`src/common/soc_pkg.sv`:
```
package soc_pkg;

	//============================================================
	// Near bus

	typedef logic [31:0] addr_t;
	typedef logic [31:0] data_t;

	// Near address without its region nibble
	typedef logic [27:0] far_addr_t;

	// Region codes in near address bits 31..28
	localparam logic [3:0] REGION_RAM = 4'h1;
	localparam logic [3:0] REGION_BRIDGE = 4'h5;

	function automatic logic [3:0] region_of(input addr_t address);
		return address[31:28];
	endfunction

	//============================================================
	// Far bus behind the bridge

	// Device codes in far address bits 27..24
	localparam logic [3:0] DEV_LED = 4'h0;
	localparam logic [3:0] DEV_TIMER = 4'h5;

	function automatic logic [3:0] device_of(input far_addr_t address);
		return address[27:24];
	endfunction

	localparam int LED_WIDTH = 10;

	// Timer word offsets in far address bits 4..2
	typedef enum logic [2:0] {
		MTIME_LO = 3'd0,
		MTIME_HI = 3'd1,
		MTIMECMP_LO = 3'd2,
		MTIMECMP_HI = 3'd3
	} timer_reg_e;

	// Offsets 4..7 are not enum members and read back as zero
	function automatic timer_reg_e timer_reg_of(input far_addr_t address);
		return timer_reg_e'(address[4:2]);
	endfunction

endpackage

```
`src/bridge/periph_block.sv`:
```
module periph_block
	import soc_pkg::*;
(
	input  logic                 i_clock,
	input  logic                 i_rst_n,
	input  logic                 i_far_request,
	input  logic                 i_far_rw,
	input  far_addr_t            i_far_address,
	input  data_t                i_far_wdata,
	input  data_t                i_timer_rdata,
	input  logic                 i_timer_ready,
	output data_t                o_far_rdata,
	output logic                 o_far_ready,
	output logic [LED_WIDTH-1:0] o_leds,
	output logic                 o_timer_request,
	output logic                 o_timer_rw,
	output timer_reg_e           o_timer_reg,
	output data_t                o_timer_wdata
);

	logic [3:0] device;
	logic led_select;
	logic timer_select;
	logic local_ready;

	assign device = device_of(i_far_address);
	assign led_select = device == DEV_LED;
	assign timer_select = device == DEV_TIMER;

	// Timer is a separate block
	assign o_timer_request = i_far_request && timer_select;
	assign o_timer_rw = i_far_rw;
	assign o_timer_reg = timer_reg_of(i_far_address);
	assign o_timer_wdata = i_far_wdata;

	// LED register
	always_ff @(posedge i_clock or negedge i_rst_n) begin
		if (!i_rst_n) begin
			o_leds <= '0;
		end else if (i_far_request && led_select && i_far_rw) begin
			o_leds <= i_far_wdata[LED_WIDTH-1:0];
		end
	end

	// LED and unknown devices answer one cycle after the request
	always_ff @(posedge i_clock or negedge i_rst_n) begin
		if (!i_rst_n) begin
			local_ready <= 1'b0;
		end else begin
			local_ready <= i_far_request && !timer_select;
		end
	end

	assign o_far_ready = timer_select ? i_timer_ready : local_ready;

	assign o_far_rdata =
		led_select   ? data_t'(o_leds) :
		timer_select ? i_timer_rdata   :
		'0;

endmodule

```
`config.mk`:
```
export PLATFORM = sky130hd
export DESIGN_NAME = periph_block
export DESIGN_NICKNAME = d
export VERILOG_FILES = /design/src/common/soc_pkg.sv /design/src/bridge/periph_block.sv
export SDC_FILE = /design/constraint.sdc
export NUM_CORES = 1
export LEC_CHECK = 0
export BUFFER_PORTS_ARGS = -buffer_cell sky130_fd_sc_hd__buf_4
export CORE_AREA = 3 3 67 69
export DETAILED_ROUTE_END_ITERATION = 16
export DIE_AREA = 0 0 70 72
export GPL_TIMING_DRIVEN = 0
export PLACE_DENSITY = 0.75
export SETUP_SLACK_MARGIN = 0.1
export SYNTH_ARGS = -nofsm -noshare
export SYNTH_HDL_FRONTEND = slang
export SYNTH_SLANG_ARGS = --single-unit
```
`constraint.sdc`:
```
create_clock -name i_clock -period 2.5 [get_ports i_clock]
set_input_delay 0.5 -clock i_clock [delete_from_list [all_inputs] [get_ports i_clock]]
set_output_delay 0.5 -clock i_clock [all_outputs]
set_load 0.01 [all_outputs]
```
* After elaboration in Yosys (flattened, before gate mapping)
Index checks and enable logic that the tools add are counted.
** Word-level totals
- Register bits :: 11
- Latch bits :: 0
- Bits in writable memories :: 0
- Memory bits (read-only) :: 0
- Output and inout bits :: 80
- Logic and storage cells :: 12
- Memories kept :: 0
** Operators by class
- Add/subtract/negate cells :: 0
- Multiply operators :: 0
- Divide/modulo/power cells :: 0
- Order comparisons :: 0
- Equal/unequal tests :: 1
- Shift-type cells :: 0
- Muxes and demuxes :: 3
- Bitwise logic cells :: 0
- Reduce and logical (&&, ||, !) cells :: 6
** Operator list (count)
- 32-bit 2-to-1 mux :: 2
- 4-bit by 3-bit equality test with 1-bit output, second input constant :: 1
- 1-bit logical AND :: 4
- 4-bit logical NOT :: 1
- 1-bit logical NOT :: 1
- 1-bit 2-to-1 mux :: 1

* Logic depth before layout (Yosys ltp)
Gate-level depths: netlist (run 1).
- Depth after elaboration :: 3
- Depth in mapped cells :: 4
- Gate-level depth less buffers :: 3

* Worst setup path before layout (run 1)
Ideal clock, no wire load.
- Kind :: in2out
- Start point :: in i_far_address[25]
- End point :: out o_far_rdata[3]
- Data arrival time :: 1.271 ns
- Data required time :: 2.000 ns
- Setup slack :: 0.729 ns
- Stages on the path :: 3
- Path buffers :: 1
- Cell sequence :: nor3_2 > buf_2 > a22o_1
** On the way
- Longest elaborated chain between the ends :: 3
- Elaborated cells between the ends (all ways) :: 4
- Classes of those cells :: eq/ne (1); mux (2); reduce/logical (1)
** RTL lines
- start, declared :: line periph_block.sv:8 : input far_addr_t i_far_address,
- 4-bit by 3-bit equality test with 1-bit output :: line periph_block.sv:28 : assign timer_select = device == DEV_TIMER;
- 32-bit 2-to-1 mux :: line periph_block.sv:58 : timer_select ? i_timer_rdata :
- 32-bit 2-to-1 mux (*) :: line periph_block.sv:57 : led_select ? data_t'(o_leds) :
- end, declared :: line periph_block.sv:12 : output data_t o_far_rdata,
Every way passes the cells marked *; elsewhere a longest branch is shown, timed or not.

* Final worst setup path (run 1)
Same ends and word-level chain as after synthesis.

==> flow_metrics.env, run 1 <==
export IMPL_run_status="finished clean"
export IMPL_place_congestion=0.683
export IMPL_grt_pass1_vias=1150
export IMPL_async_reset_ff_share_pct=100
export IMPL_pin_count=177
export IMPL_synth_commonest_cells="37 x buf_4, 23 x and2_1, 11 x dfrtp_1, 11 x mux2_2, 10 x a22o_1"
export IMPL_drc=0
export IMPL_wl_per_cell_um=13.0
export IMPL_whs_ps=83.0
export IMPL_fin_area_um2=2040
export IMPL_yosysTopAreaCell="buf_4"
export IMPL_grt_max_degree=12
export IMPL_ys_ff_latch=11
export IMPL_dieArea_um2=5040
export IMPL_cts_made_buffers=3
export IMPL_ctsHoldBuffers=0
export IMPL_num_antenna_cells=0
export IMPL_path_common_cell="buf_4"
export IMPL_netlist_area_um2=958
export IMPL_root_buffer="clkbuf_8"
export IMPL_post_place_ws_ps=261
export IMPL_irDropWorstVdd_uv=252
export IMPL_synthMostInstantiatedCell="buf_4"
export IMPL_crit_family="buffers and inverters"
export IMPL_cts_reportedPaths_clkPinSlew_ps=60
export IMPL_setup_viol=0
export IMPL_postPlaceCellArea_um2=2000
export IMPL_yosys_area_top_type_share_pct=29.0
export IMPL_yosys_warnings=0
export IMPL_synth_edf_count=0
export IMPL_io_buffers=130
export IMPL_setup_tns_ps=0
export IMPL_grt_pass1_wl_um=5530
export IMPL_crit_buf_inv=3
export IMPL_area_delta_synth_final_pct=113
export IMPL_start_kind="primary input"
export IMPL_cpPeakStageDelay_ps=450
export IMPL_drive_gt1_share_pct=78.7
export IMPL_die_width_um=70
export IMPL_worstSkewPairLatency_ps=240
export IMPL_critPathRequiredTime_ps=2000
export IMPL_period_needed_ps=2190
export IMPL_synth_main_ff_cell="dfrtp_1"
export IMPL_syn_nets=198
export IMPL_synth_avg_cell_area_um2=9.49
export IMPL_worstSetupPathType="primary input to output port"
export IMPL_fp_row_count=23
export IMPL_maxSlewViolCount=0
export IMPL_final_nets=333
export IMPL_netlist_instances=101
export IMPL_synthTopCellsByArea="buf_4 29%, dfrtp_1 29%, and2_1 15%, mux2_2 13%, a22o_1 9.1%"
export IMPL_clock_path_buffers=2
export IMPL_clock_sinks=11
export IMPL_ys_seq_area_share_pct=28.7
export IMPL_hpwl_um=3210
export IMPL_max_freq_mhz=457
export IMPL_drt_iter0_drc=6
export IMPL_drt_pass1_iterations=2
export IMPL_post_route_period_util_pct=87.6
export IMPL_cts_resized_gates=0
export IMPL_finalWorstSetupSlack_ps=311
export IMPL_track_usage_pct=13.4
export IMPL_p_leak_nw=1.17
export IMPL_rsz0062_at_grt="no"
export IMPL_cp_slowest_cell="nor3_2"
export IMPL_cts_tree="built"
export IMPL_vias=1167
export IMPL_core_area_um2=3970
export IMPL_htreeDepth=1
export IMPL_antenna_found_initial=0
export IMPL_worstPathCellList="buf_4 -> nor3_2 -> buf_2 -> a22o_1 -> buf_4"
export IMPL_powerDensity_nw_per_um2=357
export IMPL_critPathArrivalTime_ps=1690
export IMPL_initial_core_util_pct=24.1
export IMPL_die_h_um=72
export IMPL_ant_nets=0
export IMPL_relSlewSlack_pct=65.7
export IMPL_crit_path_end_kind="output port"
export IMPL_fin_worst_skew_ps=0
export IMPL_worst_pin_slew_ps=512
export IMPL_hold_path_class="primary input to asynchronous set/reset pin"
export IMPL_drv_cap=0
export IMPL_yosysUniqueCellTypes=12
export IMPL_final_hold_viol_count=0
export IMPL_wirelength_um=3720
export IMPL_worstPathMaxFanout=10
export IMPL_grt_overflow_total=0
export IMPL_viasPerCell=4.09
export IMPL_post_cts_setup_buffer_count=0
[metrics by stage]
step / std cells / power (W) / utilization (%)
CTS: 285 / 0.000746 / 51.4
detailed placement: 281 / 0.000556 / 50.3
finish: 285 / 0.000729 / 51.4
global route: 285 / 0.000776 / 51.4
global placement: 281 / 0.000548 / 50.3
floorplan: 101 / 0.000362 / -
[cell families (layout without fill, tap and decap cells)]
group | after synthesis | count (layout) | share of synthesized area, %
mux | 11 | 11 | 12.9
buf+inv | 41 | 175 | 30.8
flops | 11 | 11 | 28.7
compound gates | 10 | 10 | 9.14
simple gates | 28 | 28 | 18.4
[state kept, by name (all words and copies together), names as in the netlist]
register	cells
o_leds	10
local_ready	1
[per-layer routing]
metal,track usage [%],share of wire [%],vias to the layer above
li1,-,-,566
met1,14.1,34,528
met2,25.0,54,71
met3,5.96,12,2
met4,2.13,0.22,0
met5,0,0,-
[final cells by class]
type / instances / area (um^2)
buffer: 41 / 295
tap: 50 / 62.6
timing repair buffer: 130 / 976
sequential: 11 / 275
fill: 402 / 1930
clock buffer: 3 / 41.3
clock inverter: 1 / 5.00
multi-input combinational: 49 / 388
[power by group]
group          internal, W  leakage, nW  switching [W]
Combinational     0.000204         1.00       0.000107
Clock             0.000110       0.0255      0.0000713
Sequential        0.000211        0.140      0.0000257
[worst paths after layout]
kind	from	endpoint	slack, ps	cells past startpoint
worst max-delay path	i_far_address[25]	o_far_rdata[3]	310	5
worst min-delay path	i_rst_n	o_leds[4]	80	1
max in group asynchronous	i_rst_n	local_ready	2260	1
min in group i_clock	i_far_request	local_ready	500	2
worst min register to register	o_leds[8]	o_leds[8]	550	1
worst max register to register	o_leds[9]	o_leds[9]	1720	1
[layout by cell type, fill, tap and decap left out, drive strengths merged]
master    n
a22o     10
and2     23
and3      1
buf     169
clkbuf    5
clkinv    1
dfrtp    11
mux2     11
nand2     1
nor2b     1
nor3      1
nor4      1
(Power assumes the default switching activity.)
==> run 2, diff against run 1 <==
RECOVER_POWER = 25   (was unset)
==> run 2 against run 1 <==
Effect of this change: global-route usage unchanged; routed wire length increased by 0.13%; sequential share of layout area increased by 0.36 points; cell count did not move; largest cell class unchanged; die area unchanged; combinational power decreased by 3%; core utilization decreased by 1.3 points; non-clock buffer count stayed put; fmax hardly changed; clock skew is the same.
==> flow_metrics.env, run 2 (synthesis gave the netlist of run 1 again) <==
export IMPL_power_total_w=0.000719
export IMPL_worst_pin_slew_ps=617
export IMPL_setup_viol=0
export IMPL_viasPerCell=4.09
export IMPL_final_common_cell="buf_4"
export IMPL_critPathRequiredTime_ps=2000
export IMPL_grt_pass1_wl_um=5530
export IMPL_drc=0
export IMPL_critPathArrivalTime_ps=1690
export IMPL_grt_pass1_vias=1150
export IMPL_io_buffers=130
export IMPL_dieArea_um2=5040
export IMPL_area_delta_synth_final_pct=108
export IMPL_ant_nets=0
export IMPL_die_width_um=70
export IMPL_reg_largest_list="o_leds (10), local_ready (1)"
export IMPL_drv_cap=0
export IMPL_crit_path_end_kind="output port"
export IMPL_wl_per_cell_um=13.1
export IMPL_clock_path_buffers=2
export IMPL_final_hold_viol_count=0
export IMPL_antenna_found_initial=0
export IMPL_vias=1165
export IMPL_grt_max_degree=12
export IMPL_final_nets=333
export IMPL_drt_iter0_drc=6
export IMPL_r2r_start="o_leds[9]"
export IMPL_worstSkewPairLatency_ps=240
export IMPL_p_leak_nw=1.12
export IMPL_clock_sinks=11
export IMPL_fin_area_um2=1990
export IMPL_wirelength_um=3720
export IMPL_root_buffer="clkbuf_8"
export IMPL_grt_overflow_total=0
export IMPL_relSlewSlack_pct=58.8
export IMPL_drive_gt1_share_pct=72.8
export IMPL_fin_cells=285
export IMPL_largest_register_ffs=10
export IMPL_hold_path_class="primary input to asynchronous set/reset pin"
export IMPL_cts_resized_gates=0
export IMPL_cts_made_buffers=3
export IMPL_drt_pass1_iterations=2
export IMPL_die_h_um=72
export IMPL_dp_cells=281
export IMPL_crit_path_start="i_far_address[25]"
export IMPL_top_register="o_leds"
export IMPL_pin_count=177
export IMPL_num_antenna_cells=0
export IMPL_post_cts_setup_buffer_count=0
export IMPL_initial_core_util_pct=24.1
export IMPL_ctsHoldBuffers=0
export IMPL_rsz0062_at_grt="no"
export IMPL_max_freq_mhz=457
export IMPL_htreeDepth=1
export IMPL_powerDensity_nw_per_um2=361
export IMPL_maxSlewViolCount=0
export IMPL_core_area_um2=3970
export IMPL_fin_worst_skew_ps=0
export IMPL_hpwl_um=3210
export IMPL_start_kind="primary input"
export IMPL_worstPathMaxFanout=10
export IMPL_irDropWorstVdd_uv=252
export IMPL_final_util_pct=50.1
export IMPL_postPlaceCellArea_um2=2000
export IMPL_track_usage_pct=13.4
export IMPL_cts_tree="built"
export IMPL_post_route_period_util_pct=87.6
export IMPL_place_congestion=0.683
export IMPL_most_common_layout_cells="153 x buf_4, 23 x and2_1, 16 x clkbuf_1, 11 x mux2_2, 11 x dfrtp_1"
export IMPL_fp_row_count=23
export IMPL_run_status="finished clean"
export IMPL_period_needed_ps=2190
export IMPL_cts_reportedPaths_clkPinSlew_ps=60
export IMPL_setup_tns_ps=0
export IMPL_worstSetupPathType="primary input to output port"
-- run 2: cell count changes in the layout (fill, tap and decap cells not counted) --
cell / before / now
buf_4: 167 / 153
clkbuf_1: 2 / 16
-- run 2: final cells by class --
type | instances | area [um^2]
clock inverters | 1 | 5.00
flip-flops and latches | 11 | 275
fillers | 423 | 1980
clock buffers | 3 | 41.3
plain buffers | 41 | 295
multi-input cells | 49 | 388
well taps | 50 | 62.6
repair buffers | 130 | 923
-- run 2: report_power, final --
group / leakage (nW) / switching (W) / internal, W
Combinational: 0.950 / 0.000107 / 0.000194
Sequential: 0.140 / 0.0000257 / 0.000211
Clock: 0.0255 / 0.0000713 / 0.000110
Total: 1.12 / 0.000204 / 0.000515
-- run 2: worst paths after layout --
| kind | end | slack [ps] | depth (start not counted) |
|---|---|---|---|
| min | o_leds[7] | 240 | 1 |
| min reg2reg | o_leds[8] | 550 | 1 |
| max in group asynchronous | local_ready | 1850 | 1 |
| max reg2reg | o_leds[9] | 1720 | 1 |
| max | o_far_rdata[3] | 310 | 5 |
| min in group i_clock | local_ready | 500 | 2 |
-- run 2: per-stage QoR --
step / hold WS [ps] / worst slack [ps]
2_1_floorplan: 204 / 729
3_3_place_gp: 346 / 215
3_5_place_dp: 349 / 261
4_1_cts: 83.0 / 256
5_1_grt: 303 / 159
6_report: 243 / 311
-- run 2: critical path, cell delays in order --
cell and delay (ps):
buf_4 120, nor3_2 450, buf_2 320, a22o_1 180, buf_4 120
-- run 2: layer usage --
layer  part of all wire (%)  up-vias  track usage (%)
li1                       -      566                -
met1                     35      526             14.1
met2                     53       71             25.0
met3                     12        2             5.96
met4                   0.21        0             2.13
met5                      0        -                0
==> run 3, diff against run 2 <==
REMOVE_ABC_BUFFERS = 1   (was unset)
==> run 3 against run 2 <==
Effect of this change: sequential power about the same; cell count down 22%; global-route usage up 3.3 points; cell area down 19%; via count down 17%; core utilization down 9.8 points; power down 11%; first-iteration DRC count up 50%; fmax down 0.24%; critical path type unchanged; highest routed layer unchanged.
==> flow_metrics.env, run 3 (synthesis gave the netlist of run 1 again) <==
export IMPL_core_area_um2=3970
export IMPL_crit_buf_inv=3
export IMPL_clock_sinks=11
export IMPL_powerDensity_nw_per_um2=401
export IMPL_most_common_layout_cells="105 x buf_4, 23 x and2_1, 11 x mux2_2, 11 x dfrtp_1, 10 x a22o_1"
export IMPL_fin_cells=221
export IMPL_num_antenna_cells=0
export IMPL_worst_pin_slew_ps=622
export IMPL_worstReg2RegEnd="o_leds[8]"
export IMPL_largest_register_ffs=10
export IMPL_ant_nets=0
export IMPL_area_delta_synth_final_pct=67.2
export IMPL_die_width_um=70
export IMPL_drive_gt1_share_pct=71.3
export IMPL_place_congestion=0.738
export IMPL_hold_path_class="primary input to asynchronous set/reset pin"
export IMPL_cpPeakStageDelay_ps=370
export IMPL_worstPathCellList="buf_4 -> nor3_4 -> buf_16 -> mux2_2 -> buf_4"
export IMPL_critPathRequiredTime_ps=2000
export IMPL_wirelength_um=4480
export IMPL_start_kind="primary input"
export IMPL_finalWorstSetupSlack_ps=305
export IMPL_fin_worst_skew_ps=0
export IMPL_grt_pass1_wl_um=6100
export IMPL_crit_path_end_kind="output port"
export IMPL_track_usage_pct=16.6
export IMPL_vias=964
export IMPL_drc=0
export IMPL_final_hold_viol_count=0
export IMPL_crit_path_start="i_far_address[25]"
export IMPL_grt_overflow_total=0
export IMPL_final_nets=269
export IMPL_r2r_cells=1
export IMPL_initial_core_util_pct=24.1
export IMPL_relSlewSlack_pct=58.5
export IMPL_max_freq_mhz=456
export IMPL_critPathArrivalTime_ps=1690
export IMPL_hpwl_um=4040
export IMPL_final_util_pct=40.4
export IMPL_die_h_um=72
export IMPL_grt_max_degree=31
export IMPL_worstPathMaxFanout=30
export IMPL_root_buffer="clkbuf_8"
export IMPL_fp_row_count=23
export IMPL_path_common_cell="buf_4"
export IMPL_cts_made_buffers=3
export IMPL_io_buffers=105
export IMPL_reg_largest_list="o_leds (10), local_ready (1)"
export IMPL_top_register="o_leds"
export IMPL_setup_viol=0
export IMPL_antenna_found_initial=0
export IMPL_htreeDepth=1
export IMPL_post_route_period_util_pct=87.8
export IMPL_r2r_slack_ps=1720
export IMPL_p_leak_nw=0.868
export IMPL_final_common_cell="buf_4"
export IMPL_irDropWorstVdd_uv=230
export IMPL_grt_pass1_vias=976
export IMPL_dp_cells=217
export IMPL_crit_family="buffers and inverters"
export IMPL_period_needed_ps=2190
export IMPL_cts_resized_gates=0
export IMPL_dieArea_um2=5040
export IMPL_pin_count=177
export IMPL_fillers=423
export IMPL_ctsHoldBuffers=0
export IMPL_cp_slowest_cell="nor3_4"
export IMPL_post_cts_setup_buffer_count=0
export IMPL_wl_per_cell_um=20.3
export IMPL_worstSkewPairLatency_ps=230
export IMPL_run_status="finished clean"
export IMPL_cts_tree="built"
export IMPL_drv_cap=0
export IMPL_worstSetupPathType="primary input to output port"
export IMPL_drt_pass1_iterations=2
export IMPL_rsz0062_at_grt="no"
export IMPL_cts_reportedPaths_clkPinSlew_ps=50
export IMPL_post_place_ws_ps=298
export IMPL_clock_path_buffers=2
export IMPL_maxSlewViolCount=0
export IMPL_whs_ps=253
export IMPL_drt_iter0_drc=9
export IMPL_viasPerCell=4.36
export IMPL_r2r_start="o_leds[8]"
==> run 3: cell count changes in the layout (fill, tap and decap cells not counted), sizes merged <==
cell	before	now
clkinv	1	0
buf	155	106
clkbuf	19	5
==> run 3: how the worst max path moves through the flow <==
stage | to | slack, ps | depth (start not counted)
2_1_floorplan | o_leds[0] | 120 | 3
3_3_place_gp | o_leds[3] | -760 | 4
3_5_place_dp | o_leds[6] | 300 | 5
4_1_cts | o_far_ready | 300 | 5
5_1_grt | o_far_ready | 240 | 5
6_report | o_far_ready | 310 | 5
==> run 3: through the flow <==
step / instance area (um^2) / power (W) / setup TNS, ps
CTS: 1610 / 0.000656 / 0
global placement: 1510 / 0.000464 / -21090
detailed placement: 1560 / 0.000473 / 0
global route: 1600 / 0.000687 / 0
finish: 1600 / 0.000643 / 0
floorplan: 663 / 0.000301 / 0
==> run 3: where the power goes <==
part	internal (W)	switching [W]	total (W)	leakage, nW
Combinational	0.000146	0.0000819	0.000228	0.706
Sequential	0.000211	0.0000267	0.000238	0.140
Clock	0.000112	0.0000654	0.000177	0.0228
==> run 3: cell type report <==
cell class / instances / area [um^2] / share of cell area [%]
clock buffer: 4 / 45.0 / 2.81
multi-input combinational: 49 / 400 / 25.0
sequential: 11 / 275 / 17.2
tap: 50 / 62.6 / 3.90
timing repair buffer: 107 / 820 / 51.1
==> run 3: routing by layer <==
layer  GRT usage, %  wire length [um]
met1           13.6              1130
met2           30.7              2400
met3           12.5               891
met4           5.11                63
met5           2.02                 0
